File: src/verilog/cpuPkg.sv
package cpuPkg;

        // Datapath widths.
        localparam int wordBits = 32;
        localparam int numRegs = 16;
        localparam int memWords = 512;

        typedef logic [wordBits-1:0]          wordT;
        typedef logic [2*wordBits-1:0]        wideT;    // Z holds a full product.
        typedef logic [$clog2(numRegs)-1:0]   regIdxT;
        typedef logic [numRegs-1:0]           regSelT;  // One-hot register select.
        typedef logic [$clog2(memWords)-1:0]  memAddrT;
        typedef logic [4:0]                   aluOpT;

        // ALU operation codes, same numbering as the instruction opcodes.
        localparam aluOpT opAdd = 5'b00011;
        localparam aluOpT opSub = 5'b00100;
        localparam aluOpT opAnd = 5'b00101;
        localparam aluOpT opOr  = 5'b00110;
        localparam aluOpT opShr = 5'b00111;
        localparam aluOpT opShl = 5'b01001;
        localparam aluOpT opMul = 5'b01111;
        localparam aluOpT opNeg = 5'b10001;
        localparam aluOpT opNot = 5'b10010;

        // C2 branch conditions in IR[20:19].
        localparam logic [1:0] condNever    = 2'b00;
        localparam logic [1:0] condZero     = 2'b01;
        localparam logic [1:0] condNonZero  = 2'b10;
        localparam logic [1:0] condNegative = 2'b11;

        // Instruction register fields.
        localparam int raMsb = 26;
        localparam int rbMsb = 22;
        localparam int rcMsb = 18;
        localparam int constBits = 19;

endpackage

File: src/verilog/aluUnit.sv
`timescale 1ns/1ps

module aluUnit (
        input  logic          Clock,
        input  logic          arstN,
        input  logic          yLoad,
        input  logic          zLoad,
        input  logic          incPc,
        input  cpuPkg::aluOpT aluOp,
        input  cpuPkg::wordT  busIn,
        output cpuPkg::wordT  zLow,
        output cpuPkg::wordT  zHigh
);
        import cpuPkg::*;

        wordT              yReg;
        wideT              zReg;
        wideT              result;
        logic signed [2*wordBits-1:0] product;
        logic [4:0]        shamt;

        assign shamt = busIn[4:0];

        // Both operands sign extend to the 64-bit context.
        assign product = $signed(yReg) * $signed(busIn);

        always_comb begin
                result = '0;
                if (incPc) begin
                        result = wideT'(busIn + 32'd1);
                end else begin
                        case (aluOp)
                                opAdd: result = wideT'(yReg + busIn);
                                opSub: result = wideT'(yReg - busIn);
                                opAnd: result = wideT'(yReg & busIn);
                                opOr:  result = wideT'(yReg | busIn);
                                opShr: result = wideT'(yReg >> shamt);  // Logical.
                                opShl: result = wideT'(yReg << shamt);
                                opNeg: result = wideT'(-busIn);
                                opNot: result = wideT'(~busIn);
                                opMul: result = wideT'(product);
                                default: result = '0;
                        endcase
                end
        end

        always_ff @(posedge Clock or negedge arstN) begin
                if (!arstN) begin
                        yReg <= '0;
                end else if (yLoad) begin
                        yReg <= busIn;
                end
        end

        always_ff @(posedge Clock or negedge arstN) begin
                if (!arstN) begin
                        zReg <= '0;
                end else if (zLoad) begin
                        zReg <= result;
                end
        end

        assign zLow = zReg[wordBits-1:0];
        assign zHigh = zReg[2*wordBits-1:wordBits];

        // PC increment always rides on a Z load.
        incWithZ: assert property (
                @(posedge Clock) disable iff (!arstN)
                incPc |-> zLoad
        );

endmodule

File: config.mk
export PLATFORM = sky130hd
export DESIGN_NAME = aluUnit
export DESIGN_NICKNAME = d
export VERILOG_FILES = /design/src/verilog/cpuPkg.sv /design/src/verilog/aluUnit.sv
export SDC_FILE = /design/constraint.sdc
export NUM_CORES = 2
export LEC_CHECK = 0
export ABC_AREA = 0
export ABC_CLOCK_PERIOD_IN_PS = 11450
export BUFFER_PORTS_ARGS = -buffer_cell sky130_fd_sc_hd__buf_2
export CAP_MARGIN = 20
export CELL_PAD_IN_SITES_DETAIL_PLACEMENT = 1
export CELL_PAD_IN_SITES_GLOBAL_PLACEMENT = 1
export CORE_AREA = 3 3 390 392
export DETAILED_ROUTE_END_ITERATION = 16
export DIE_AREA = 0 0 393 395
export GPL_ROUTABILITY_DRIVEN = 0
export PLACE_DENSITY = 0.62
export SLEW_MARGIN = 25
export SYNTH_ARGS = -nofsm -noshare
export SYNTH_HDL_FRONTEND = slang
export SYNTH_SLANG_ARGS = --single-unit
File: constraint.sdc
create_clock -name Clock -period 11.45 [get_ports Clock]
set_clock_uncertainty 0.05 [all_clocks]
set_input_delay 2.8625 -clock Clock [delete_from_list [all_inputs] [get_ports Clock]]
set_output_delay 2.8625 -clock Clock [all_outputs]
set_load 0.02 [all_outputs]
==> results.rst <==
.. list-table::
   :header-rows: 1

   * - Metric
     - Value
   * - Root buffer selected by CTS
     - clkbuf_16
   * - Nets
     - 7148
   * - Final cycle utilization of the critical path
     - 96.8%
   * - Proportion of synthesized flip-flops having asynchronous set or reset
     - 100%
   * - Vias per std cell
     - 5.72
   * - Initial antenna violation count
     - 13
   * - HPWL after detailed placement
     - 184000 um
   * - Number of buffers inserted by hold repair at cts
     - 0
   * - Relative slew slack
     - 22.3%
   * - Layout area overhead
     - 7.65%
   * - Number of enable flip-flop cells after synthesis
     - 0
   * - Area share of the largest cell type after synthesis
     - 44.3%
   * - Data required, critical path
     - 11.70 ns
   * - Area taken by flip-flops and latches
     - 2420 um2
   * - Wire per inst
     - 29.9 um
   * - Setup violations, final
     - 0
   * - Hold Path Origin
     - zReg[37]
   * - TNS Setup
     - 0 ns
   * - Sequential-to-total area share from yosys stat
     - 4.91%
   * - Total Routing Usage GR
     - 30.0%
   * - Synth Flop Type
     - dfrtp_1
   * - Fraction of final layout cells sized beyond drive strength 1
     - 8.08%
   * - Startpoint kind of the worst setup timing path
     - primary input
   * - Total iterations of the first detailed-routing run
     - 7
   * - Final count of hold timing violations
     - 0
   * - Synthesized area
     - 48900 um2
   * - Start point of the critical path
     - busIn[21]
   * - Outcome
     - finished clean
   * - Most frequent cells after synthesis
     - fa_1, inv_1, nor2_1
   * - Post-CTS Repair Setup Buffers
     - 0
   * - Library cell occupying the most area in the post-synthesis netlist
     - fa_1
   * - Count of unresolved DRC violations after routing
     - 0
   * - Inserted Clock Buffers
     - 9
   * - Most frequent cell after synthesis
     - fa_1
   * - Maximum fanout along the worst path
     - 13
   * - Yosys synthesis warning count
     - 0
   * - Final count of pins violating max slew
     - 0
   * - Full die area
     - 155000 um2
   * - Critical Path End Type
     - flip-flop
   * - Floorplan die height
     - 395 um
   * - Starting Density
     - 32.8%
   * - Count of nets left with antenna violations after detail routing
     - 0
   * - Pin count of the biggest net entering global routing
     - 71
   * - Core Rows
     - 142
   * - Die X
     - 393 um
   * - RSZ-0062 raised after global routing
     - no
   * - Final Instance Area
     - 52700 um2
   * - Placed instance area
     - 52300 um2
   * - Crit path kind
     - in2reg
   * - Synth top area cells
     - fa_1, inv_1, ha_1, nor2_1, nand2_1
   * - Highest attainable clock frequency
     - 0.0902 GHz
   * - CTS tree
     - built
   * - TritonCTS Sinks
     - 96
   * - Post-Synthesis Cells
     - 5780
   * - Mean area per synthesized cell
     - 8.47 um2
   * - Register clock-pin slew on the reported worst setup and hold paths
     - 0.09 ns
   * - Arrival time of the worst setup path
     - 11.33 ns
   * - Buffer levels on the longest clock path
     - 2
   * - Least-Margin Pin Slew
     - 1.17 ns
   * - Number of primary I/O pins
     - 106
   * - Multi-input combinational cell area
     - 41100 um2
   * - Clock latency on the worst-skew pair
     - 0.43 ns
   * - Clock period minus final worst setup slack
     - 11.09 ns
   * - Via count of the first global-routing pass
     - 47400
   * - Detailed Route WL
     - 230000 um
   * - Cell variety after synth
     - 83
   * - Core region area
     - 149000 um2
   * - Number of violations of the max-capacitance limit
     - 0
   * - Hold/Removal Path Class
     - reg2reg
   * - H-tree depth reported by CTS
     - 3
   * - Placed Cells
     - 7670
   * - Filler cells
     - 17700
   * - R2R Path Start
     - yReg[12]
   * - Count of non-filler cells in the finished layout
     - 7695
   * - First-pass GRT wire length
     - 337000 um
   * - Number of gates given a new drive strength after cts
     - 0
   * - Via count
     - 44000
   * - Input/output buffers
     - 105
   * - Share of the core filled with cells
     - 35.3%
   * - Number of synthesized register bits
     - 96
   * - GRT Residual Overflow
     - 0
   * - Synthesized Nets
     - 7191
   * - First-iteration detailed-routing DRC count
     - 4203
-- worst max-delay path, cell delays in order --
cell,delay [ns]
buf_2,0.16
clkinv_1,0.54
buf_4,0.44
nor2_1,0.16
fa_1,0.44
inv_1,0.08
fa_1,0.40
inv_1,0.08
fa_1,0.47
fa_1,0.57
fa_1,0.44
fa_1,0.46
fa_1,0.57
fa_1,0.46
ha_1,0.42
a21oi_1,0.10
o21ai_0,0.43
a21oi_1,0.15
nor4_1,0.55
o311a_1,0.27
o41ai_1,0.10
buf_4,0.19
a41oi_1,0.20
buf_4,0.17
a21oi_1,0.12
xnor2_1,0.15
a221o_1,0.32
-- final timing paths --
check	slack [ns]	cells after the start	endpoint
setup reg to reg	1.86	27	zReg[62]
max in group asynchronous	7.51	2	yReg[24]
min in group asynchronous	2.47	1	zReg[9]
hold / removal	0.45	1	zReg[37]
hold reg to reg	0.45	1	zReg[37]
setup / recovery	0.36	27	zReg[59]
-- per-stage QoR --
| step | worst slack [ns] | hold slack, ns |
|---|---|---|
| final | 0.364 | 0.452 |
| after global routing | 0.145 | 0.469 |
| after CTS | 0.540 | 0.450 |
| after detailed placement | 0.127 | 0.426 |
| after global placement | 0.159 | 0.427 |
| after floorplan | 0.0609 | 0.545 |
-- kinds of logic after synthesis --
logic type                 after synthesis  synth area share, %
xor gates and xnor gates               121                 2.17
buffers and inverters                 1459                 11.3
DFF                                     96                 4.91
muxes                                  137                 3.76
AOI/OAI and AO/OA                      884                 11.8
and+or+nand+nor                       1714                 14.5
adders and majority gates             1369                 51.6
-- state kept, by name, indices dropped and copies added, names as in the netlist --
register  count
yReg         32
zReg         64
-- final cells by class --
class                      instances  area share [%]
sequential                        96            4.59
inverter                        1072            7.64
clock inverter                     7           0.171
tap                             1944            4.62
antenna                            9          0.0428
timing repair buffer             333            4.58
multi-input combinational       4225            77.9
clock buffer                       9           0.428
-- layout by cell type (no fill, tap or decap), types with 16 or more instances in the layout --
master | synthesis | layout
a211oi_1 | 37 | 37
a21o_1 | 57 | 57
a21oi_1 | 236 | 236
a221o_1 | 19 | 19
a221oi_1 | 26 | 26
a22oi_1 | 20 | 20
a31oi_1 | 38 | 38
and2_1 | 16 | 16
and3_1 | 28 | 27
buf_2 | 15 | 100
buf_4 | 1 | 220
clkinv_1 | 27 | 25
dfrtp_1 | 96 | 83
fa_1 | 1084 | 1082
ha_1 | 285 | 285
inv_1 | 1039 | 1032
mux2i_1 | 88 | 88
mux4_2 | 36 | 36
nand2_1 | 692 | 692
nand3_1 | 57 | 57
nand4_1 | 37 | 37
nor2_1 | 726 | 724
nor2b_1 | 18 | 18
nor3_1 | 61 | 59
o211ai_1 | 24 | 24
o21ai_0 | 188 | 188
o21bai_1 | 24 | 24
o221ai_1 | 28 | 28
o22ai_1 | 44 | 44
o31ai_1 | 16 | 16
xnor2_1 | 100 | 100
xor2_1 | 21 | 21
-- routing by layer --
metal | GRT usage (%) | vias up | routed length, um
li1 | - | 18000 | -
met1 | 38.8 | 23200 | 91500
met2 | 47.4 | 2160 | 104000
met3 | 5.85 | 610 | 19200
met4 | 15.5 | 8 | 15100
met5 | 0 | - | 48
Power is not shown: default switching activity piles up to over one toggle a cycle in this logic, so the estimate is an artifact.
