--- src/verilog/cpuPkg.sv ---
package cpuPkg;

        // Datapath widths.
        localparam int wordBits = 32;
        localparam int numRegs = 16;
        localparam int memWords = 512;

        typedef logic [wordBits-1:0]          wordT;
        typedef logic [2*wordBits-1:0]        wideT;    // Z holds a full product.
        typedef logic [$clog2(numRegs)-1:0]   regIdxT;
        typedef logic [numRegs-1:0]           regSelT;  // One-hot register select.
        typedef logic [$clog2(memWords)-1:0]  memAddrT;
        typedef logic [4:0]                   aluOpT;

        // ALU operation codes, same numbering as the instruction opcodes.
        localparam aluOpT opAdd = 5'b00011;
        localparam aluOpT opSub = 5'b00100;
        localparam aluOpT opAnd = 5'b00101;
        localparam aluOpT opOr  = 5'b00110;
        localparam aluOpT opShr = 5'b00111;
        localparam aluOpT opShl = 5'b01001;
        localparam aluOpT opMul = 5'b01111;
        localparam aluOpT opNeg = 5'b10001;
        localparam aluOpT opNot = 5'b10010;

        // C2 branch conditions in IR[20:19].
        localparam logic [1:0] condNever    = 2'b00;
        localparam logic [1:0] condZero     = 2'b01;
        localparam logic [1:0] condNonZero  = 2'b10;
        localparam logic [1:0] condNegative = 2'b11;

        // Instruction register fields.
        localparam int raMsb = 26;
        localparam int rbMsb = 22;
        localparam int rcMsb = 18;
        localparam int constBits = 19;

endpackage

--- src/verilog/irDecode.sv ---
`timescale 1ns/1ps

module irDecode (
        input  logic           Clock,
        input  logic           arstN,
        input  logic           irLoad,
        input  logic           gra,
        input  logic           grb,
        input  logic           grc,
        input  logic           rLoad,
        input  logic           rDrive,
        input  logic           baDrive,
        input  logic           conLoad,
        input  cpuPkg::wordT   busIn,
        output cpuPkg::regSelT writeSel,
        output cpuPkg::regSelT readSel,
        output logic           baseMode,
        output cpuPkg::wordT   constant,
        output logic           conOut
);
        import cpuPkg::*;

        wordT   ir;
        regIdxT regIdx;
        regSelT decoded;
        logic   condMet;
        logic   conReg;

        always_ff @(posedge Clock or negedge arstN) begin
                if (!arstN) begin
                        ir <= '0;
                        conReg <= 1'b0;
                end else begin
                        if (irLoad) ir <= busIn;
                        if (conLoad) conReg <= condMet;
                end
        end

        // Field select, Ra wins over Rb over Rc.
        always_comb begin
                regIdx = '0;
                if (gra) regIdx = ir[raMsb -: 4];
                else if (grb) regIdx = ir[rbMsb -: 4];
                else if (grc) regIdx = ir[rcMsb -: 4];
        end

        assign decoded = (gra || grb || grc) ? regSelT'(1) << regIdx : '0;
        assign writeSel = rLoad ? decoded : '0;
        assign readSel = (rDrive || baDrive) ? decoded : '0;
        assign baseMode = baDrive;

        assign constant = {{(wordBits - constBits){ir[constBits-1]}}, ir[constBits-1:0]};

        always_comb begin
                unique case (ir[20:19])
                        condNever:    condMet = 1'b0;
                        condZero:     condMet = (busIn == '0);
                        condNonZero:  condMet = (busIn != '0);
                        condNegative: condMet = busIn[wordBits-1];
                endcase
        end

        assign conOut = conReg;

endmodule

--- config.mk ---
export PLATFORM = sky130hd
export DESIGN_NAME = irDecode
export DESIGN_NICKNAME = d
export VERILOG_FILES = /design/src/verilog/cpuPkg.sv /design/src/verilog/irDecode.sv
export SDC_FILE = /design/constraint.sdc
export NUM_CORES = 1
export LEC_CHECK = 0
export BUFFER_PORTS_ARGS = -buffer_cell sky130_fd_sc_hd__clkbuf_2
export CAP_MARGIN = 30
export CORE_UTILIZATION = 43
export CTS_CLUSTER_SIZE = 14
export DETAILED_ROUTE_END_ITERATION = 12
export PLACE_DENSITY_LB_ADDON = 0.15
export SLEW_MARGIN = 10
export SYNTH_ARGS = -nofsm -noshare
export SYNTH_HDL_FRONTEND = slang
export SYNTH_SLANG_ARGS = --single-unit
--- constraint.sdc ---
create_clock -name Clock -period 2.7 [get_ports Clock]
set_input_delay 0.81 -clock Clock [delete_from_list [all_inputs] [get_ports Clock]]
set_output_delay 0.81 -clock Clock [all_outputs]
set_load 0.01 [all_outputs]
==> results of run 1 <==
[routing by layer]
metal  track usage, %  vias up  wire length, um
met4             4.62        0               10
met3             4.86        2              306
met5                0        -                0
li1                 -      757                -
met2             33.8       76             2030
met1             20.7      720             1630
[report_power, final]
part | internal [mW] | switching [mW]
clock network | 0.198 | 0.126
logic | 0.154 | 0.175
registers | 0.461 | 0.0279
[area by class of cell]
cell class	instances	area share, %
timing repair buffer	113	26.4
clock inverter	1	1.29
inverter	4	0.646
tap	48	2.58
multi-input combinational	113	37.2
clock buffer	3	1.78
sequential	28	30.1
[worst register-to-register path, stage by stage, from the launching register on]
cell and delay, ns:
dfrtp_1 0.41, inv_1 0.08, o211ai_1 0.09, or3_1 0.30, o221ai_1 0.07
[registers in the layout, summed over array words and instances (netlist names)]
signal / flops
conOut: 1
ir: 27
[Yosys cell counts]
master / count
or2_2: 1
o221ai_1: 1
nor3b_1: 1
mux2_2: 25
dfrtp_1: 28
or3_4: 1
nand4_1: 2
or3_1: 2
o31ai_1: 1
nand3b_1: 5
a31oi_1: 4
clkbuf_1: 1
inv_1: 4
a31o_2: 2
buf_2: 2
a31o_1: 1
nand2_1: 11
nand2b_1: 1
o211ai_1: 2
o21ai_0: 2
buf_4: 33
nor2b_1: 5
o311ai_0: 1
nand3_1: 2
nor4_1: 8
buf_6: 1
nor2_1: 34
nand3b_4: 1
[kinds of logic (layout without fill, tap and decap cells)]
| kind of cell | count (synthesis) | after routing | synth area share [%] |
|---|---|---|---|
| and+or+nand+nor | 74 | 74 | 21.4 |
| buffers and inverters | 41 | 121 | 16.5 |
| DFF | 28 | 28 | 40.1 |
| muxes | 25 | 25 | 16.1 |
| AOI/OAI and AO/OA | 14 | 14 | 5.81 |
[what timing repair did]
item	4_1_cts	5_1_grt
gates cloned	1	0
gates resized for setup	13	44
pin swaps	4	18
setup endpoints to repair	32	31
buffers inserted	1	0
[how the worst max path moves through the flow]
stage	startpoint	slack, ns	endpoint
floorplan	grb	0.04	readSel[1]
global placement	grc	-0.1	writeSel[0]
detailed placement	grb	-0.12	readSel[5]
CTS	grb	-0.04	writeSel[13]
global route	gra	-0.09	readSel[1]
finish	gra	-0.03	readSel[4]
[stage by stage]
stage               TNS, ns  setup WS [ns]  power, mW  cells
CTS                  -0.485        -0.0426       1.13    310
floorplan                 0         0.0439      0.718    182
global placement      -1.80        -0.0991      0.789    304
finish               -0.162        -0.0270       1.14    310
global route          -1.66        -0.0866       1.21    310
detailed placement    -2.32         -0.124      0.792    304
==> results.tsv, run 1 <==
metric	value	unit
die_h	65.7	um
ant_nets	0	
min_from	ir[14]$_DFFE_PN0P_	
cp.arrival	1.92	ns
reg2reg_to	conOut$_DFFE_PN0P_	
critPathBufInv	3	
leakagePower	1.16	nW
grt_first_pass_wirelength	6120	um
r2r.worst_path.cells	4	
outcome	finished, violations left	
drtIter0Drc	27	
mostFrequentLayoutCells	83 x clkbuf_2, 28 x dfrtp_1, 27 x nor2_1	
routed_via_density	5.02	
holdPathEnd	ir[14]$_DFFE_PN0P_	
slowest_stage	or3_4	
power.density	491	nW/um^2
fin_crit	2.73	ns
vdd_ir_drop_max	302	uV
coreArea	3770	um^2
seqCellArea	701	um^2
synth-warning-count	0	
insertion_delay	0.27	ns
drive_gt1_share	65.3	%
fin_util	61.6	%
relSlewSlack	54.2	%
cts_tree	yes	
dr.pass1.iters	4	
numCtsBuffers	3	
hold_path_depth	1	
syn2layout_area_growth	33.2	%
rows	22	
htree_levels	1	
crit_family	simple AND/OR/NAND/NOR gates	
grt_antenna_before_repair	0	
synth_area_leaders	dfrtp_1 40%, mux2_2 16%, buf_4 14%	
clock_tree.root_cell	clkbuf_8	
crit_fanout	5	
routed_wl	3970	um
min_period_over_period	101	%
skew	0.00139	ns
tightestPinTransition	0.687	ns
multi_input_comb_area	865	um^2
yosys.cell_types.count	28	
critical_path_depth	6	
hold_buffers	0	
grt-ovfl-total	0	
num-fill-cells	338	
slew_violations	0	
synth_top_area_share	40.1	%
cts_buffer_depth	2	
clock_sinks	28	
stdcell_area	2320	um^2
holdCritPathClass	reg -> reg	
rsz0062_at_grt	yes	
slowest_delay	0.42	ns
start_kind	input port	
io_pins	108	
r2r_start	ir[20]$_DFFE_PN0P_	
synth-seq-cells	28	
fin_nets	305	
syn_nets	224	
antenna_cells	0	
setup_viol	10	
grt_pass1_vias	1379	
synthesis.area	1750	um^2
path_class	in -> out	
avgSynthCellArea	9.59	um^2
via_count	1555	
dpl.hpwl	3100	um
endpoint_kind	primary output	
cp_cell_sequence	clkbuf_2, inv_1, a31oi_2, or3_4, nor2_1, buf_2	
fp.dieArea	4320	um^2
clkSlewWorstSetupHoldPaths	0.09	ns
cap_violations	0	
drc	0	
violations	negative setup slack	
reg2reg_setup_slack	1.67	ns
yosysSeqAreaShare	40.1	%
numPortBuffers	107	
track_usage	18.4	%
synthCells	182	
gp_congestion	0.767	
setup_ws	-0.0270	ns
die_w	65.7	um
post_dp_cell_area	2100	um^2
final_common_cell	clkbuf_2	
grt_max_degree	30	
holdWs	0.515	ns
initial_core_util	46.3	%
yosys.area.top_type	dfrtp_1	
final_hold_viol_count	0	
max_freq	367	MHz
cp.required	1.89	ns
wl_per_cell	12.8	um
(Power assumes the default switching activity.)
==> run 2: changes to the inputs <==
==> constraint.sdc (replaced) <==
create_clock -name Clock -period 3.1 [get_ports Clock]
set_input_delay 0.93 -clock Clock [delete_from_list [all_inputs] [get_ports Clock]]
set_output_delay 0.93 -clock Clock [all_outputs]
set_load 0.01 [all_outputs]
==> run 2 against run 1 <==
Net effect: the run now ends clean; sequential cell count did not move; register-to-register slack better by 0.38 ns; power is 15% lower; sequential share of layout area is 2.0 points higher; non-clock buffer count fell by 5; final cell count is 1.6% lower; clock-buffer cell count stayed put; setup slack better by 0.071 ns; hold slack got worse by 0.0022 ns; global-route usage up 0.097 points; critical endpoint is now readSel[1]; largest power group unchanged.
==> results.tsv, run 2 (synthesis gave the netlist of run 1 again) <==
metric	value	unit	change
numCtsBuffers	3		unchanged
holdCritPathClass	reg -> reg		
die_h	65.7	um	unchanged
grt_pass1_vias	1366		-0.94%
final_common_cell	clkbuf_2		
fin_crit	3.06	ns	
grt_first_pass_wirelength	6180	um	+1.0%
numPlacedInstances	301		-0.99%
coreArea	3770	um^2	unchanged
cts_tree	yes		
leakagePower	1.10	nW	-5.2%
comb_power_share	26.3	%	-2.4 points
clock_sinks	28		unchanged
internal_power	0.690	mW	-15%
relSlewSlack	54.4	%	+0.15 points
drtIter0Drc	37		+37%
gp_congestion	0.776		+1.2%
setup_viol	0		-10
pwr-share-seq	44.5	%	+1.7 points
start_kind	input port		
grt_max_degree	30		unchanged
htree_levels	1		unchanged
grt-ovfl-total	0		unchanged
p_clk_share	29.2	%	+0.8 points
multi_input_comb_area	786	um^2	-9.1%
cp.arrival	2.13	ns	+0.21 ns
cp.required	2.17	ns	+0.28 ns
final_cells	305		-1.6%
routed_via_density	5.03		+0.27%
ant_nets	0		unchanged
drc	0		unchanged
num-fill-cells	364		+7.7%
via_count	1534		-1.4%
rows	22		unchanged
fp.dieArea	4320	um^2	unchanged
cts_buffer_depth	2		unchanged
min_period_over_period	98.6	%	
routed_wl	3870	um	-2.7%
max_freq	327	MHz	
die_w	65.7	um	unchanged
tightestPinTransition	0.684	ns	-0.00220 ns
crit_fanout	10		+5
dr.pass1.iters	4		unchanged
clkSlewWorstSetupHoldPaths	0.09	ns	about the same
rsz0062_at_grt	no		
io_pins	108		unchanged
cap_violations	0		unchanged
seqCellArea	701	um^2	unchanged
fin_nets	300		-1.6%
antenna_cells	0		unchanged
vdd_ir_drop_max	298	uV	-1.2%
cts_setup_buffers	0		-1
power_switching_share	28.5	%	-0.33 points
syn2layout_area_growth	24.8	%	
top_register	ir		
outcome	complete, no violations		
slew_violations	0		unchanged
clock_tree.root_cell	clkbuf_8		
initial_core_util	46.3	%	unchanged
largest_reg_flops	27		unchanged
skew	0.000858	ns	-0.000528 ns
finalPower	0.965	mW	-15%
dpl.hpwl	3190	um	+3.0%
endpoint_kind	primary output		
net-switching-power	0.275	mW	-16%
numPortBuffers	107		unchanged
final_hold_viol_count	0		unchanged
wl_per_cell	12.7	um	-1.1%
track_usage	18.5	%	+0.097 points
mostFrequentLayoutCells	102 x clkbuf_2, 33 x nor2_1, 28 x dfrtp_1		
path_class	in -> out		
grt_antenna_before_repair	0		unchanged
power.density	443	nW/um^2	-9.8%
drive_gt1_share	57.2	%	-8.1 points
insertion_delay	0.27	ns	about the same
## run 2: changes by cell type in the layout (fill, tap and decap cells not counted), sizes merged
cell	delta
clkbuf	+17
buf	-22
## run 2: critical path, cell delays in order
cell,delay (ns)
buf_4,0.15
nand3b_4,0.16
a31o_1,0.24
or3_4,0.41
nor2_1,0.09
buf_2,0.14
## run 2: routing by layer
layer | GRT usage (%) | up-vias | share of wire (%)
li1 | - | 747 | -
met2 | 33.4 | 77 | 49
met3 | 3.99 | 4 | 7.7
met5 | 0 | - | 0
met4 | 4.08 | 0 | 0.75
met1 | 22.1 | 706 | 42
## run 2: final timing paths
kind / startpoint / to / slack, ns / cells after the start
max: grb / readSel[1] / 0.04 / 6
min in group asynchronous: arstN / ir[14]$_DFFE_PN0P_ / 0.68 / 1
min reg2reg: ir[25]$_DFFE_PN0P_ / ir[25]$_DFFE_PN0P_ / 0.51 / 1
max in group asynchronous: arstN / ir[23]$_DFFE_PN0P_ / 1.99 / 1
min: ir[25]$_DFFE_PN0P_ / ir[25]$_DFFE_PN0P_ / 0.51 / 1
max reg2reg: ir[20]$_DFFE_PN0P_ / conOut$_DFFE_PN0P_ / 2.05 / 4
## run 2: power by group through the flow
stage | clock network (mW) | logic (mW) | registers [mW]
finish | 0.282 | 0.254 | 0.429
global route | 0.309 | 0.279 | 0.436
CTS | 0.290 | 0.252 | 0.429
detailed placement | 0 | 0.251 | 0.436
global placement | 0 | 0.249 | 0.434
floorplan | 0 | 0.196 | 0.429
## run 2: metrics by stage
stage | setup slack (ns) | utilization [%] | hold WS, ns | setup TNS [ns] | area, um^2
2_1_floorplan | 0.204 | - | 0.481 | 0 | 1750
3_3_place_gp | 0.0566 | 55.0 | 0.488 | 0 | 2080
3_5_place_dp | -0.00288 | 55.0 | 0.494 | -0.00370 | 2080
4_1_cts | 0.0309 | 57.1 | 0.519 | 0 | 2150
5_1_grt | 0.00117 | 57.8 | 0.539 | 0 | 2180
6_report | 0.0439 | 57.8 | 0.512 | 0 | 2180
## run 2: repair_timing
item,in CTS,in global routing
setup endpoints to repair,2,32
gates resized for setup,1,13
hold buffers,0,0
pin swaps,0,3
## run 2: area by class of cell
type                       count  area share (%)
clock buffer                   3            1.90
clock inverter                 1            1.38
inverter                       4           0.689
multi-input combinational    113            36.1
sequential                    28            32.2
tap                           48            2.76
timing repair buffer         108            25.0
==> run 3: changes to the inputs <==
--- a/config.mk
+++ b/config.mk
@@ -8,9 +8,12 @@
 export BUFFER_PORTS_ARGS = -buffer_cell sky130_fd_sc_hd__clkbuf_2
 export CAP_MARGIN = 30
 export CORE_UTILIZATION = 43
+export CTS_CLUSTER_DIAMETER = 120
 export CTS_CLUSTER_SIZE = 14
 export DETAILED_ROUTE_END_ITERATION = 12
+export MAX_ROUTING_LAYER = met4
 export PLACE_DENSITY_LB_ADDON = 0.15
+export REMOVE_ABC_BUFFERS = 1
 export SLEW_MARGIN = 10
 export SYNTH_ARGS = -nofsm -noshare
 export SYNTH_HDL_FRONTEND = slang
==> run 3 against run 2 <==
Net effect: sequential share of layout area is 0.33 points lower; sequential cell count stayed put; maximum frequency is 0.72% higher; die area stayed put; critical path depth stayed put; via count is 0.33% lower; wire length is 2.4% higher; utilization is 0.60 points higher; critical endpoint unchanged.
==> results.tsv, run 3 (synthesis gave the netlist of run 1 again) <==
metric	value	unit	change
cts_buffer_depth	2		unchanged
endpoint_kind	primary output		
die_h	65.7	um	unchanged
vdd_ir_drop_max	286	uV	-3.9%
grt_first_pass_wirelength	6400	um	+3.6%
largest_reg_flops	27		unchanged
syn2layout_area_growth	26.1	%	
min_period_over_period	97.9	%	-0.70 points
outcome	complete, no violations		
wl_met2	1870	um	-1.3%
stdcell_area	2200	um^2	+1.0%
via_count	1529		-0.33%
grt-ovfl-total	0		unchanged
drt-met1-wl	1780	um	+8.3%
routed_wl	3960	um	+2.4%
wl_per_cell	13.0	um	+2.4%
drc	0		unchanged
fin_nets	300		unchanged
fin_crit	3.03	ns	-0.0217 ns
tightestPinTransition	0.686	ns	+0.00192 ns
dr_wl_met3	272	um	-8.7%
path_class	in -> out		
grt_max_degree	30		unchanged
internal_power	0.693	mW	+0.43%
cp.arrival	2.10	ns	-0.03 ns
numPortBuffers	107		unchanged
clock_tree.root_cell	clkbuf_8		
drive_gt1_share	59.5	%	+2.3 points
ant_nets	0		unchanged
crit_fanout	8		-2
antenna_cells	0		unchanged
grt_antenna_before_repair	0		unchanged
insertion_delay	0.27	ns	about the same
p_clk_share	29.2	%	about the same
setup_viol	0		unchanged
leakagePower	1.10	nW	about the same
grt_pass1_vias	1369		+0.22%
start_kind	input port		
coreArea	3770	um^2	unchanged
pwr-share-seq	44.0	%	-0.5 points
cts_tree	yes		
power_switching_share	28.8	%	+0.37 points
holdCritPathClass	reg -> reg		
dr.pass1.iters	4		unchanged
initial_core_util	46.3	%	unchanged
clock_sinks	28		unchanged
slowest_stage	or3_4		
final_common_cell	clkbuf_2		
die_w	65.7	um	unchanged
numPlacedInstances	301		unchanged
top_register	ir		
hold_buffers	0		unchanged
track_usage	19.7	%	+1.3 points
net-switching-power	0.281	mW	+2.3%
final_hold_viol_count	0		unchanged
cp.required	2.17	ns	about the same
numCtsBuffers	3		unchanged
setup_ws	0.0656	ns	+0.0217 ns
relSlewSlack	54.2	%	-0.13 points
clkSlewWorstSetupHoldPaths	0.10	ns	about the same
finalPower	0.974	mW	+0.95%
htree_levels	1		unchanged
fp.dieArea	4320	um^2	unchanged
drtIter0Drc	72		+95%
slowest_delay	0.41	ns	about the same
post_dp_cell_area	2080	um^2	unchanged
io_pins	108		unchanged
skew	0.000865	ns	+0.00000783 ns
max_freq	330	MHz	+0.72%
dpl.hpwl	3120	um	-2.2%
power.density	443	nW/um^2	about the same
top_layer	met4		
slew_violations	0		unchanged
routed_via_density	5.01		-0.33%
holdWs	0.516	ns	+0.00352 ns
gp_congestion	0.759		-2.2%
final_cells	305		unchanged
mostFrequentLayoutCells	102 x clkbuf_2, 33 x nor2_1, 28 x dfrtp_1		
cap_violations	0		unchanged
rows	22		unchanged
cp_cell_sequence	buf_2, nor2b_2, a31o_1, or3_4, nor2_1, clkbuf_2		
comb_power_share	26.8	%	+0.5 points
pre_cts_ws	0.0448	ns	+0.0477 ns
## run 3: cell type report
cell class / instances / area, um^2
inverters: 4 / 15.0
fillers: 340 / 1570
flip-flops and latches: 28 / 701
clock inverters: 1 / 30.0
multi-input cells: 113 / 805
repair buffers: 108 / 549
clock buffers: 3 / 41.3
well taps: 48 / 60.1
## run 3: final timing paths
kind                       cells past startpoint  slack (ns)            endpoint          startpoint
setup reg to reg                               4        2.06  conOut$_DFFE_PN0P_  ir[20]$_DFFE_PN0P_
hold reg to reg                                1        0.52  ir[10]$_DFFE_PN0P_  ir[10]$_DFFE_PN0P_
min in group asynchronous                      1        0.67  ir[10]$_DFFE_PN0P_               arstN
max in group asynchronous                      1        1.98  ir[26]$_DFFE_PN0P_               arstN
hold / removal                                 1        0.52  ir[10]$_DFFE_PN0P_  ir[10]$_DFFE_PN0P_
setup / recovery                               6        0.07          readSel[1]                 gra
## run 3: routing by layer
| layer | GRT usage, % | vias up |
|---|---|---|
| li1 | - | 749 |
| met1 | 26.1 | 696 |
| met2 | 31.0 | 79 |
| met3 | 3.99 | 5 |
| met4 | 4.62 | 0 |
| met5 | - | - |
## run 3: power by group through the flow
stage	sequential, mW	combinational (mW)	clock, mW
2_1_floorplan	0.454	0.105	0
3_3_place_gp	0.435	0.250	0
3_5_place_dp	0.436	0.252	0
4_1_cts	0.429	0.253	0.290
5_1_grt	0.435	0.288	0.308
6_report	0.429	0.261	0.285
## run 3: per-stage QoR
stage	utilization, %	setup TNS, ns
after global placement	55.0	0
after global routing	58.4	-0.0114
after CTS	56.9	0
after detailed placement	55.0	0
final	58.4	0
after floorplan	-	0
## run 3: repair_timing
item | 4_1_cts | 5_1_grt
setup endpoints to repair | 0 | 32
gates resized for setup | 0 | 19
buffers inserted | 0 | 0
## run 3: worst max-delay path, delay by kind of cell
| family | cells | cell delay, ns |
|---|---|---|
| simple gates | 3 | 0.67 |
| buf+inv | 2 | 0.28 |
| compound gates | 1 | 0.22 |
