File: config.mk
export PLATFORM = sky130hd
export DESIGN_NAME = regFile
export DESIGN_NICKNAME = d
export VERILOG_FILES = /design/src/verilog/cpuPkg.sv /design/src/verilog/regFile.sv
export SDC_FILE = /design/constraint.sdc
export NUM_CORES = 1
export LEC_CHECK = 0
export ABC_AREA = 1
export BUFFER_PORTS_ARGS = -buffer_cell sky130_fd_sc_hd__clkbuf_2
export CORE_UTILIZATION = 60
export CTS_CLUSTER_DIAMETER = 80
export DETAILED_ROUTE_END_ITERATION = 10
export PLACE_DENSITY = 0.78
export SETUP_SLACK_MARGIN = 0.02
export SLEW_MARGIN = 30
export SYNTH_ARGS = -nofsm -noshare
export SYNTH_HDL_FRONTEND = slang
export SYNTH_SLANG_ARGS = --single-unit
File: constraint.sdc
create_clock -name Clock -period 2.1 [get_ports Clock]
set_input_delay 0.105 -clock Clock [delete_from_list [all_inputs] [get_ports Clock]]
set_output_delay 0.105 -clock Clock [all_outputs]
set_load 0.1 [all_outputs]
File: src/verilog/cpuPkg.sv
package cpuPkg;

        // Datapath widths.
        localparam int wordBits = 32;
        localparam int numRegs = 16;
        localparam int memWords = 512;

        typedef logic [wordBits-1:0]          wordT;
        typedef logic [2*wordBits-1:0]        wideT;    // Z holds a full product.
        typedef logic [$clog2(numRegs)-1:0]   regIdxT;
        typedef logic [numRegs-1:0]           regSelT;  // One-hot register select.
        typedef logic [$clog2(memWords)-1:0]  memAddrT;
        typedef logic [4:0]                   aluOpT;

        // ALU operation codes, same numbering as the instruction opcodes.
        localparam aluOpT opAdd = 5'b00011;
        localparam aluOpT opSub = 5'b00100;
        localparam aluOpT opAnd = 5'b00101;
        localparam aluOpT opOr  = 5'b00110;
        localparam aluOpT opShr = 5'b00111;
        localparam aluOpT opShl = 5'b01001;
        localparam aluOpT opMul = 5'b01111;
        localparam aluOpT opNeg = 5'b10001;
        localparam aluOpT opNot = 5'b10010;

        // C2 branch conditions in IR[20:19].
        localparam logic [1:0] condNever    = 2'b00;
        localparam logic [1:0] condZero     = 2'b01;
        localparam logic [1:0] condNonZero  = 2'b10;
        localparam logic [1:0] condNegative = 2'b11;

        // Instruction register fields.
        localparam int raMsb = 26;
        localparam int rbMsb = 22;
        localparam int rcMsb = 18;
        localparam int constBits = 19;

endpackage

File: src/verilog/regFile.sv
`timescale 1ns/1ps

module regFile (
        input  logic           Clock,
        input  logic           arstN,
        input  cpuPkg::regSelT writeSel,
        input  cpuPkg::regSelT readSel,
        input  logic           baseMode,
        input  cpuPkg::wordT   busIn,
        output cpuPkg::wordT   readData
);
        import cpuPkg::*;

        wordT regs [numRegs];

        always_ff @(posedge Clock or negedge arstN) begin
                if (!arstN) begin
                        for (int i = 0; i < numRegs; i++) begin
                                regs[i] <= '0;
                        end
                end else begin
                        for (int i = 0; i < numRegs; i++) begin
                                if (writeSel[i]) begin
                                        regs[i] <= busIn;
                                end
                        end
                end
        end

        // One-hot read mux.
        always_comb begin
                readData = '0;
                for (int i = 0; i < numRegs; i++) begin
                        if (readSel[i]) begin
                                readData = readData | regs[i];
                        end
                end
                // R0 reads as zero for absolute addressing.
                if (baseMode && readSel[0]) begin
                        readData = '0;
                end
        end

        // Selects come decoded from IR, never more than one register.
        selOneHot: assert property (
                @(posedge Clock) disable iff (!arstN)
                $onehot0(writeSel) && $onehot0(readSel)
        );

endmodule

==> metrics.md, run 1 <==
| Metric | Value |
|---|---|
| Measured slew at the worst slew-check pin | roughly 0.85 ns |
| Die Wd | about 200 um |
| Synth cell types | 9 |
| Setup Crit Path Kind | reg -> out |
| Post-route worst setup slack | 0.1211 ns |
| Clock root cell | sky130_fd_sc_hd__clkbuf_16 |
| All-layer global routing usage | a little over 30% |
| Final total negative setup slack | 0 ns |
| I/O pin count | 99 |
| Worst R2R End | regs[83] |
| Instance count along the most critical hold path | 2 |
| Initial antenna violation count | 1 |
| Result of the run | finished, final reports clean |
| Type of origin of the critical path | flop |
| Cell Area, Synth | 23680 um^2 |
| Max transition margin | between 40% and 50% |
| Total vias in the final route | 16060 |
| Max-cap violations | 0 |
| Per-cell routed wire length | 20.85 um |
| Clock slew seen by the registers of the worst setup and hold paths | 0.06 ns |
| Routed length on met2 | 28280 um |
| Number of flops mapped to enable cells by yosys | 0 |
| Post-CTS repair timing setup buffer count | 0 |
| Area delta synth->final | 12.63% |
| Pre-CTS setup slack | roughly 0.33 ns |
| Port buffer count | a little under 100 |
| Global-route wire length before repair | about 95000 um |
| Leading register cell type out of synthesis | sky130_fd_sc_hd__dfrtp_1 |
| Crit end category | output port |
| Power consumption | 24.15 mW |
| Clock sink count | 512 |
| Final count of hold timing violations | 0 |
| Number of flip-flops under the largest register name | about 500 |
| Reg2reg start | regs[83] |
| Area fraction of the dominant cell type after synthesis | between 50% and 60% |
| Setup slack of the most critical reg-to-reg path | ~0.77 ns |
| Number of buffers added by the clock tree synthesis step | 53 |
| Top flop regs | regs: 512 flops |
| Final standard cell utilization of the core | 68.70% |
| Hold slack | approximately 0.022 ns |
| Required time of the worst setup path | approximately 2.0 ns |
| Global route total overflow | 0 |
| Post-layout instance count excluding filler cells | roughly 2800 |
| GP Congestion | 0.8511 |
| Pre-antenna DRT Iters | 7 |
| Worst skew pair latency | 0.59 ns |
| Ratio of final minimum period to clock period | 94.24% |
| DR WL met3 | 3698 um |
| Power Density | just over 900 nW/um^2 |
| Share of flip-flops with an asynchronous set or reset | 100.0% |
| Top layer reached by signal wires | met4 |
| Sequential cell area fraction in the yosys report | 54.10% |
| Maximum vdd ir drop | 0.0007704 V |
| Cell count after placement | 2722 |
| Largest buffer count on any clock path | 3 |
| TritonCTS clock tree | built |
| Number of nets in the synthesized netlist | 2265 |
| Synthesized instance count | 2198 |
| Reg with most FFs | regs |
| Most area-consuming cells after synthesis | sky130_fd_sc_hd__dfrtp_1 (54%), sky130_fd_sc_hd__mux2_1 (24%), sky130_fd_sc_hd__nand2_1 (13%) |
| HPWL reported at the end of detailed placement | between 30000 and 40000 um |
| Final cell area excluding filler cells | around 27000 um^2 |
| H-tree levels | 2 |
| Core region area | 38830 um^2 |
| Die boundary height | 200.7 um |
| Post-layout nets | 2336 |
| Iter 0 DRT Violations | about 1000 |
| End point of the worst hold path | regs[458] |
| Final Max Tran Viols | 0 |
| Die ar. | 40270 um^2 |
| Most common cell in the synthesized netlist | sky130_fd_sc_hd__nand2_1 |
| Standard-cell rows | 72 |
| Mean number of vias per cell | between 5 and 6 |
| Total of warnings raised by yosys | 0 |
| Synth Area per Inst | 10.77 um^2 |
| Starting Density | between 60% and 70% |
| Highest net fanout along the worst path | 2 |
| Maximum number of pins on one net before global-route repair | between 60 and 70 |
| Arrival time at the worst endpoint | roughly 1.9 ns |
| Biggest area consumer among synthesized cells | sky130_fd_sc_hd__dfrtp_1 |
| Minimum clock period | 1.979 ns |
| Final number of setup-violating endpoints | 0 |
| Startpoint of the tightest hold check path | busIn[10] |
| Logic depth of the worst register-to-register path | 2 |
| Setup repair after global routing missed its margin | no |
| Share of layout cells above drive strength 1 | 11.27% |
| Placement-stage cell area | roughly 25000 um^2 |
| Routed wire length | 58910 um |
| M1 WL | 24910 um |
| List of most frequent post-synthesis cells | sky130_fd_sc_hd__nand2_1 (833), sky130_fd_sc_hd__dfrtp_1 (512), sky130_fd_sc_hd__mux2_1 (495), sky130_fd_sc_hd__nor2_1 (192), sky130_fd_sc_hd__buf_6 (88) |
| Worst clock skew | 0 ns |
| Total inserted antenna cells | 0 |
| Number of global-route vias before repair | between 15000 and 20000 |
| Worst min path class | in -> reg |
| Cell leakage power | around 13 nW |
| Drt drc | 0 |
| Count of nets left with antenna violations after detail routing | 0 |
| Number of synthesized register bits | 512 |
| Fmax achieved | 0.5053 GHz |
## how the worst max path moves through the flow
stage	start	endpoint	slack, ns	depth (start not counted)
floorplan	regs[256]	readData[0]	0.19	6
detailed placement	readSel[13]	readData[0]	0.33	9
CTS	regs[352]	readData[0]	0.05	7
global route	regs[256]	readData[0]	0.03	7
finish	regs[320]	readData[0]	0.12	7
global placement	readSel[2]	readData[1]	0.38	9
## metal layers
| layer | vias to the layer above | global-route usage [%] |
|---|---|---|
| met5 | - | 0 |
| li1 | 7238 | - |
| met4 | 0 | 13.09 |
| met3 | 138 | 4.075 |
| met2 | 556 | 49.42 |
| met1 | 8132 | 41.07 |
## critical path, stage by stage (launching register included)
cell                      delay [ns]
sky130_fd_sc_hd__dfrtp_1        0.38
sky130_fd_sc_hd__nand2_1        0.08
sky130_fd_sc_hd__nand2_1        0.07
sky130_fd_sc_hd__nor2_1         0.14
sky130_fd_sc_hd__nand2_1        0.11
sky130_fd_sc_hd__nor2_2         0.18
sky130_fd_sc_hd__nor2_1         0.09
sky130_fd_sc_hd__buf_12         0.22
## area by class of cell
type                            count  area (um^2)
Sequential cell                   512        12810
Fill cell                        2734        12150
Multi-Input combinational cell   1537         9618
Timing Repair Buffer              164         1839
Clock buffer                       77         1587
Tap cell                          518        648.1
Clock inverter                     17        166.4
Inverter                            1        3.754
## logic make-up (layout without fill, tap and decap cells)
logic type    count (synthesis)  after routing  share of synthesized area [%]
buf+inv                     149            259                          5.310
flops                       512            512                          54.10
mux                         512            512                          24.34
simple gates               1025           1025                          16.25
## what timing repair did
item | CTS | global route
hold buffers | 10 | 0
resized for setup | 0 | 2
endpoints found under the hold margin | 379 | 0
endpoints found under the setup margin | 0 | 2
## placed cells by master, fill, tap and decap left out
cell / n
sky130_fd_sc_hd__buf_12: 59
sky130_fd_sc_hd__buf_4: 29
sky130_fd_sc_hd__buf_8: 1
sky130_fd_sc_hd__bufinv_16: 3
sky130_fd_sc_hd__clkbuf_1: 7
sky130_fd_sc_hd__clkbuf_16: 53
sky130_fd_sc_hd__clkbuf_2: 65
sky130_fd_sc_hd__clkbuf_8: 17
sky130_fd_sc_hd__clkinv_2: 12
sky130_fd_sc_hd__clkinv_4: 1
sky130_fd_sc_hd__clkinvlp_4: 1
sky130_fd_sc_hd__dfrtp_1: 512
sky130_fd_sc_hd__dlygate4sd3_1: 10
sky130_fd_sc_hd__inv_1: 1
sky130_fd_sc_hd__mux2_1: 495
sky130_fd_sc_hd__mux2_2: 17
sky130_fd_sc_hd__nand2_1: 833
sky130_fd_sc_hd__nor2_1: 190
sky130_fd_sc_hd__nor2_2: 2
## power breakdown
part | switching [mW] | total (mW) | internal [mW]
logic | 2.04 | 3.36 | 1.32
clock network | 3.86 | 9.43 | 5.57
registers | 0.503 | 11.4 | 10.9
total | 6.40 | 24.1 | 17.8
No activity file was read; power rests on OpenSTA's default activity.
==> run 2: changes to the inputs <==
--- a/config.mk
+++ b/config.mk
@@ -5,7 +5,6 @@
 export SDC_FILE = /design/constraint.sdc
 export NUM_CORES = 1
 export LEC_CHECK = 0
-export ABC_AREA = 1
 export BUFFER_PORTS_ARGS = -buffer_cell sky130_fd_sc_hd__clkbuf_2
 export CORE_UTILIZATION = 60
 export CTS_CLUSTER_DIAMETER = 80
==> run 2 against run 1 <==
Net effect: the run now ends with negative setup slack left; setup slack got worse by 0.20 ns; clock power increased by 2%; die area decreased by 6.9%; clock skew unchanged; critical path depth decreased by 2; first-iteration DRC count decreased by 3.0%; critical endpoint is now readData[25]; largest cell class unchanged.
==> metrics.md, run 2 <==
| Metric | Value |
|---|---|
| Result of the run | finished, violations left (was finished, final reports clean) |
| Failing checks | negative setup slack |
| Type of origin of the critical path | flop (unchanged) |
| Total of warnings raised by yosys | 0 (unchanged) |
| Worst skew pair latency | 0.57 ns (was 0.59 ns) |
| Hold slack | 0.02847 ns (was 0.02210 ns) |
| Starting Density | 61.51% (was 61.00%) |
| Largest delay share family, worst path | compound AO/OA/AOI/OAI gates (was simple AND/OR/NAND/NOR gates) |
| Final total negative setup slack | -0.3519 ns (was 0 ns) |
| Synth cell types | 17 (was 9) |
| Iter 0 DRT Violations | 1007 (was 1038) |
| Post-route worst setup slack | -0.07782 ns (was 0.1211 ns) |
| Post-layout nets | 1636 (was 2336) |
| Max-cap violations | 0 (unchanged) |
| Cell at the slowest stage of the critical path | sky130_fd_sc_hd__dfrtp_1 (unchanged) |
| Number of flops mapped to enable cells by yosys | 0 (unchanged) |
| Combined area of the multi-input logic cells | 8845 um^2 (was 9618 um^2) |
| Port buffer count | 98 (unchanged) |
| Required time of the worst setup path | 2.00 ns (about the same) |
| Clock root cell | sky130_fd_sc_hd__clkbuf_16 (unchanged) |
| I/O pin count | 99 (unchanged) |
| Worst min path class | in -> reg (unchanged) |
| Buf/Inv on CP | 1 (unchanged) |
| Clock slew seen by the registers of the worst setup and hold paths | 0.06 ns (about the same) |
| Most common cell after layout, fill and taps aside | sky130_fd_sc_hd__dfrtp_1 (was sky130_fd_sc_hd__nand2_1) |
| GP Congestion | 0.7900 (was 0.8511) |
| Area delta synth->final | 18.22% (was 12.63%) |
| Mean number of vias per cell | 6.781 (was 5.684) |
| Die ar. | 37500 um^2 (was 40270 um^2) |
| Cell Area, Synth | 22040 um^2 (was 23680 um^2) |
| Synthesized instance count | 1494 (was 2198) |
| Global route total overflow | 0 (unchanged) |
| Number of synthesized register bits | 512 (unchanged) |
| M1 WL | 25230 um (was 24910 um) |
| TritonCTS clock tree | built (unchanged) |
| Highest net fanout along the worst path | 2 (unchanged) |
| Number of nets in the synthesized netlist | 1561 (was 2265) |
| Setup Crit Path Kind | reg -> out (unchanged) |
| Largest buffer count on any clock path | 3 (unchanged) |
| Fillers | 2204 (was 2734) |
| Number of flip-flops under the largest register name | 512 (unchanged) |
| Sequence of cells on the critical path | a22o_1 -> a221oi_2 -> and3_1 -> a31oi_1 -> buf_12 (was nand2_1 -> nand2_1 -> nor2_1 -> nand2_1 -> nor2_2 -> nor2_1 -> buf_12) |
| Launch point of the worst path | regs[313] (was regs[320]) |
| Count of nets left with antenna violations after detail routing | 0 (unchanged) |
| Peak per-stage delay on the critical path | 0.38 ns (about the same) |
| Final number of setup-violating endpoints | 13 (was 0) |
| HPWL reported at the end of detailed placement | 33940 um (was 36290 um) |
| Die boundary height | 193.7 um (was 200.7 um) |
| Area fraction of the dominant cell type after synthesis | 58.14% (was 54.10%) |
| Biggest area consumer among synthesized cells | sky130_fd_sc_hd__dfrtp_1 (unchanged) |
| Pre-CTS setup slack | 0.2882 ns (was 0.3347 ns) |
| Max transition margin | 30.04% (was 42.98%) |
| Sequential cell area fraction in the yosys report | 58.14% (was 54.10%) |
| Share of flip-flops with an asynchronous set or reset | 100.0% (unchanged) |
| Measured slew at the worst slew-check pin | 1.049 ns (was 0.8544 ns) |
| Most common cell in the synthesized netlist | sky130_fd_sc_hd__dfrtp_1 (was sky130_fd_sc_hd__nand2_1) |
| Drt drc | 0 (unchanged) |
| Final Max Tran Viols | 0 (unchanged) |
| Number of global-route vias before repair | 14870 (was 16900) |
| Ratio of final minimum period to clock period | 103.7% (was 94.24%) |
| Top layer reached by signal wires | met5 (was met4) |
| Pre-antenna DRT Iters | 6 (was 7) |
| Total inserted antenna cells | 0 (unchanged) |
| Power Density | 944.0 nW/um^2 (was 905.2 nW/um^2) |
| Top flop regs | regs: 512 flops (unchanged) |
| Die Wd | 193.7 um (was 200.7 um) |
| Routed length on met2 | 28530 um (was 28280 um) |
| Maximum vdd ir drop | 0.0005768 V (was 0.0007704 V) |
| Maximum number of pins on one net before global-route repair | 98 (was 65) |
| Global-route wire length before repair | 90330 um (was 94540 um) |
| Final count of hold timing violations | 0 (unchanged) |
| Share of layout cells above drive strength 1 | 48.76% (was 11.27%) |
| H-tree levels | 2 (unchanged) |
| List of most frequent post-synthesis cells | sky130_fd_sc_hd__dfrtp_1 (512), sky130_fd_sc_hd__mux2_2 (474), sky130_fd_sc_hd__a22o_1 (94), sky130_fd_sc_hd__clkbuf_1 (71) (was sky130_fd_sc_hd__nand2_1 (833), sky130_fd_sc_hd__dfrtp_1 (512), sky130_fd_sc_hd__mux2_1 (495), sky130_fd_sc_hd__nor2_1 (192), sky130_fd_sc_hd__buf_6 (88)) |
| Worst clock skew | 0 ns (unchanged) |
| Reg2reg start | regs[309] (was regs[83]) |
| Synth Area per Inst | 14.75 um^2 (was 10.77 um^2) |
| Setup repair after global routing missed its margin | yes (was no) |
| Initial antenna violation count | 1 (unchanged) |
| Routed wire length | 58510 um (was 58910 um) |
| Most area-consuming cells after synthesis | sky130_fd_sc_hd__dfrtp_1 (58%), sky130_fd_sc_hd__mux2_2 (24%), sky130_fd_sc_hd__a22o_1 (3.7%) (was sky130_fd_sc_hd__dfrtp_1 (54%), sky130_fd_sc_hd__mux2_1 (24%), sky130_fd_sc_hd__nand2_1 (13%)) |
| Clock sink count | 512 (unchanged) |
| Standard-cell rows | 69 (was 72) |
| Startpoint of the tightest hold check path | busIn[4] (was busIn[10]) |
| Cell leakage power | 11.02 nW (was 12.60 nW) |
| Arrival time at the worst endpoint | 2.07 ns (was 1.87 ns) |
| Core region area | 35830 um^2 (was 38830 um^2) |
| Reg with most FFs | regs (unchanged) |
| Total vias in the final route | 14060 (was 16060) |
| Fmax achieved | 0.4592 GHz (was 0.5053 GHz) |
| Leading register cell type out of synthesis | sky130_fd_sc_hd__dfrtp_1 (unchanged) |
| All-layer global routing usage | 31.55% (was 30.33%) |
| Crit end category | output port (unchanged) |
| Number of buffers added by the clock tree synthesis step | 51 (was 53) |
| DR WL met3 | 3174 um (was 3698 um) |
| Commonest non-fill, non-tap cells in the layout | sky130_fd_sc_hd__dfrtp_1 (512), sky130_fd_sc_hd__mux2_2 (474), sky130_fd_sc_hd__a22o_1 (94) (was sky130_fd_sc_hd__nand2_1 (833), sky130_fd_sc_hd__dfrtp_1 (512), sky130_fd_sc_hd__mux2_1 (495)) |
| Minimum clock period | 2.178 ns (was 1.979 ns) |
| Per-cell routed wire length | 28.22 um (was 20.85 um) |
| Footprint of the flip-flops and latches | 12810 um^2 (unchanged) |
[run 2: what timing repair did]
item	CTS	global route
endpoints found under the setup margin	26	32
pin swaps	15	18
endpoints found under the hold margin	686	0
setup buffers	0	2
resized for setup	17	32
hold buffers	20	0
[run 2: logic make-up after synthesis]
logic type             synth area share (%)
buffers and inverters                 3.213
flip-flops                            58.14
AO/OA/AOI/OAI                         11.55
multiplexers                          26.16
AND/OR/NAND/NOR                      0.9368
[run 2: area by class of cell]
type / instances / area share, %
Sequential cell: 512 / 49.18
Multi-Input combinational cell: 833 / 33.95
Timing Repair Buffer: 171 / 7.838
Clock buffer: 75 / 5.705
Tap cell: 461 / 2.214
Clock inverter: 21 / 1.119
[run 2: worst reg2reg max path, stage by stage, from the launching register on]
cell                      delay, ns
sky130_fd_sc_hd__dfrtp_1       0.40
sky130_fd_sc_hd__buf_4         0.14
sky130_fd_sc_hd__mux2_2        0.26
[run 2: metal layers]
layer,vias up,GRT usage (%)
li1,5818,-
met1,7601,44.64
met2,513,50.61
met3,122,4.331
met4,2,10.84
met5,-,0
[run 2: final timing paths]
path,endpoint,slack (ns),depth (start not counted)
worst min-delay path,regs[484],0.03,2
worst max-delay path,readData[25],-0.08,5
worst max register to register,regs[309],1.19,2
min in group asynchronous,regs[26],0.52,3
max in group asynchronous,regs[476],0.35,4
worst min register to register,regs[502],0.49,1
[run 2: stage by stage]
stage	power [mW]	instances	area [um^2]	util, %
2_1_floorplan	13.64	1494	22110	-
3_3_place_gp	14.79	1956	23790	66.41
3_5_place_dp	14.96	1956	23790	66.41
4_1_cts	24.58	2071	25860	72.17
5_1_grt	25.36	2073	26050	72.72
6_report	24.59	2073	26050	72.72
[run 2: where the power goes]
part	switching (mW)	internal [mW]	leakage, nW
clock	3.84	5.77	0.884
combinational	1.86	1.68	4.15
sequential	0.582	10.9	5.99
total	6.28	18.3	11.0
==> run 3: changes to the inputs <==
--- a/config.mk
+++ b/config.mk
@@ -9,6 +9,7 @@
 export CORE_UTILIZATION = 60
 export CTS_CLUSTER_DIAMETER = 80
 export DETAILED_ROUTE_END_ITERATION = 10
+export GPL_TIMING_DRIVEN = 0
 export PLACE_DENSITY = 0.78
 export SETUP_SLACK_MARGIN = 0.02
 export SLEW_MARGIN = 30
==> run 3 against run 2 <==
Net effect: the run still ends with negative setup slack left; hold slack better by 0.010 ns; count of clock-buffer cells in the layout grew 7; total power grew 0.47%; routed wire length is 2.1% lower; non-clock buffer count is 110 higher; final cell count increased by 5.2%; design area up 2.4%; largest power group unchanged.
==> metrics.md, run 3 (synthesis gave the netlist of run 2 again) <==
| Metric | Value |
|---|---|
| Result of the run | finished, violations left (unchanged) |
| Failing checks | negative setup slack (unchanged) |
| Setup repair after global routing missed its margin | yes (unchanged) |
| Share of layout cells above drive strength 1 | 49.68% (was 48.76%) |
| Port buffer count | 81 (was 98) |
| Final Max Tran Viols | 0 (unchanged) |
| Arrival time at the worst endpoint | 2.04 ns (was 2.07 ns) |
| Die boundary height | 193.7 um (unchanged) |
| Highest net fanout along the worst path | 2 (unchanged) |
| Max-cap violations | 0 (unchanged) |
| Power Density | 926.1 nW/um^2 (was 944.0 nW/um^2) |
| Largest buffer count on any clock path | 3 (unchanged) |
| Met1 global-route usage | 43.16% (was 44.64%) |
| Crit end category | output port (unchanged) |
| H-tree levels | 2 (unchanged) |
| Final count of hold timing violations | 0 (unchanged) |
| Power consumption | 24.71 mW (was 24.59 mW) |
| Ratio of final minimum period to clock period | 102.1% (was 103.7%) |
| Total inserted antenna cells | 0 (unchanged) |
| Logic depth of the worst register-to-register path | 2 (unchanged) |
| Clock root cell | sky130_fd_sc_hd__clkbuf_16 (unchanged) |
| Max transition margin | 42.00% (was 30.04%) |
| Drt drc | 0 (unchanged) |
| Mean number of vias per cell | 6.521 (was 6.781) |
| Startpoint of the tightest hold check path | writeSel[4] (was busIn[4]) |
| Maximum vdd ir drop | 0.0006555 V (was 0.0005768 V) |
| Measured slew at the worst slew-check pin | 0.8700 ns (was 1.049 ns) |
| Die ar. | 37500 um^2 (unchanged) |
| Die Wd | 193.7 um (unchanged) |
| Most used routing layer in global routing | met2 (unchanged) |
| Launch point of the worst path | regs[299] (was regs[313]) |
| Commonest non-fill, non-tap cells in the layout | sky130_fd_sc_hd__dfrtp_1 (512), sky130_fd_sc_hd__mux2_2 (474), sky130_fd_sc_hd__a22o_1 (94) (unchanged) |
| Setup Crit Path Kind | reg -> out (unchanged) |
| Count of nets left with antenna violations after detail routing | 0 (unchanged) |
| Most common cell after layout, fill and taps aside | sky130_fd_sc_hd__dfrtp_1 (unchanged) |
| Required time of the worst setup path | 2.00 ns (about the same) |
| All-layer global routing usage | 30.67% (was 31.55%) |
| I/O pin count | 99 (unchanged) |
| Pre-antenna DRT Iters | 5 (was 6) |
| Per-cell routed wire length | 26.27 um (was 28.22 um) |
| Core region area | 35830 um^2 (unchanged) |
| Post-route worst setup slack | -0.04482 ns (was -0.07782 ns) |
| Met3 global-route usage | 4.488% (was 4.331%) |
| Number of flip-flops under the largest register name | 512 (unchanged) |
| Setup slack of the most critical reg-to-reg path | 0.81 ns (was 1.19 ns) |
| Fmax achieved | 0.4662 GHz (was 0.4592 GHz) |
| Worst min path class | in -> reg (unchanged) |
| Fraction of met2 tracks used by global routing | 49.34% (was 50.61%) |
| Clock slew seen by the registers of the worst setup and hold paths | 0.06 ns (about the same) |
| Cell leakage power | 11.15 nW (was 11.02 nW) |
| Total vias in the final route | 14220 (was 14060) |
| Minimum clock period | 2.145 ns (was 2.178 ns) |
| Number of buffers added by the clock tree synthesis step | 52 (was 51) |
| Routed wire length | 57260 um (was 58510 um) |
| Top flop regs | regs: 512 flops (unchanged) |
| Fillers | 2174 (was 2204) |
| GP Congestion | 0.8628 (was 0.7900) |
| Post-layout nets | 1747 (was 1636) |
| Number of global-route vias before repair | 15050 (was 14870) |
| Final number of setup-violating endpoints | 6 (was 13) |
| Maximum number of pins on one net before global-route repair | 82 (was 98) |
| Worst skew pair latency | 0.59 ns (was 0.57 ns) |
| Reg with most FFs | regs (unchanged) |
| Global route total overflow | 0 (unchanged) |
| Standard-cell rows | 69 (unchanged) |
| Final total negative setup slack | -0.1462 ns (was -0.3519 ns) |
| Clock sink count | 512 (unchanged) |
| Capturing instance or port of the critical path | readData[11] (was readData[25]) |
| Area delta synth->final | 21.06% (was 18.22%) |
| TritonCTS clock tree | built (unchanged) |
| Worst R2R End | regs[0] (was regs[309]) |
| Initial antenna violation count | 1 (unchanged) |
| Worst clock skew | 0 ns (unchanged) |
| Global-route wire length before repair | 88980 um (was 90330 um) |
| Starting Density | 61.51% (unchanged) |
| HPWL reported at the end of detailed placement | 37770 um (was 33940 um) |
| Iter 0 DRT Violations | 935 (was 1007) |
| Reg2reg start | regs[0] (was regs[309]) |
| Type of origin of the critical path | flop (unchanged) |
-- run 3: cell count changes in the layout (fill, tap and decap cells not counted), sizes merged --
| cell | delta |
|---|---|
| clkinv | -5 |
| clkinvlp | +1 |
| clkbuf | +75 |
| inv | -3 |
| buf | +21 |
| bufinv | -3 |
| dlygate4sd3 | +21 |
-- run 3: final cells by class --
| class | count | area, um^2 | share of cell area (%) |
|---|---|---|---|
| clock buffer | 82 | 1597 | 5.984 |
| multi-input combinational | 833 | 9295 | 34.84 |
| tap | 461 | 576.8 | 2.162 |
| clock inverter | 11 | 180.2 | 0.6753 |
| timing repair buffer | 132 | 1508 | 5.651 |
| buffer | 149 | 711.9 | 2.668 |
| sequential | 512 | 12810 | 48.02 |
-- run 3: what timing repair did --
action	CTS	global route
hold buffers	41	0
endpoints found under the hold margin	266	0
endpoints found under the setup margin	32	32
pin swaps	64	33
resized for setup	154	68
buffers inserted	3	1
-- run 3: per-layer routing --
layer,up-vias,routed length [um]
met5,-,0
met4,0,1656
met3,106,3333
met2,500,27790
met1,7547,24490
li1,6062,-
-- run 3: worst max-delay path, stage by stage, from the launching register on --
cell	delay [ns]
sky130_fd_sc_hd__dfrtp_1	0.37
sky130_fd_sc_hd__a22o_1	0.21
sky130_fd_sc_hd__a221oi_2	0.24
sky130_fd_sc_hd__and3_4	0.25
sky130_fd_sc_hd__a31oi_4	0.12
sky130_fd_sc_hd__clkbuf_16	0.24
-- run 3: worst min-delay path by stage --
stage / end / cells past startpoint / slack [ns]
2_1_floorplan: regs[0] / 0 / -0.19
4_1_cts: regs[95] / 2 / 0.005
6_report: regs[383] / 2 / 0.04
5_1_grt: regs[160] / 2 / 0.02
3_3_place_gp: regs[510] / 2 / 0.43
3_5_place_dp: regs[504] / 1 / 0.17
-- run 3: report_power, final --
part / internal, mW / switching, mW / total (mW)
logic: 1.73 / 1.94 / 3.66
clock network: 5.69 / 3.88 / 9.57
registers: 10.9 / 0.614 / 11.5
-- run 3: metrics by stage --
stage                     worst slack (ns)  area [um^2]  utilization, %  hold slack [ns]  instances
after CTS                         -0.05622        26370           73.61         0.004704       2179
final                             -0.04482        26680           74.47          0.03843       2180
after global routing               -0.1167        26680           74.47          0.01818       2180
after floorplan                    -0.2780        22110               -          -0.1906       1494
after global placement              -10.33        23100           64.46           0.4304       2036
after detailed placement           0.04921        23270           64.95           0.1725       2042
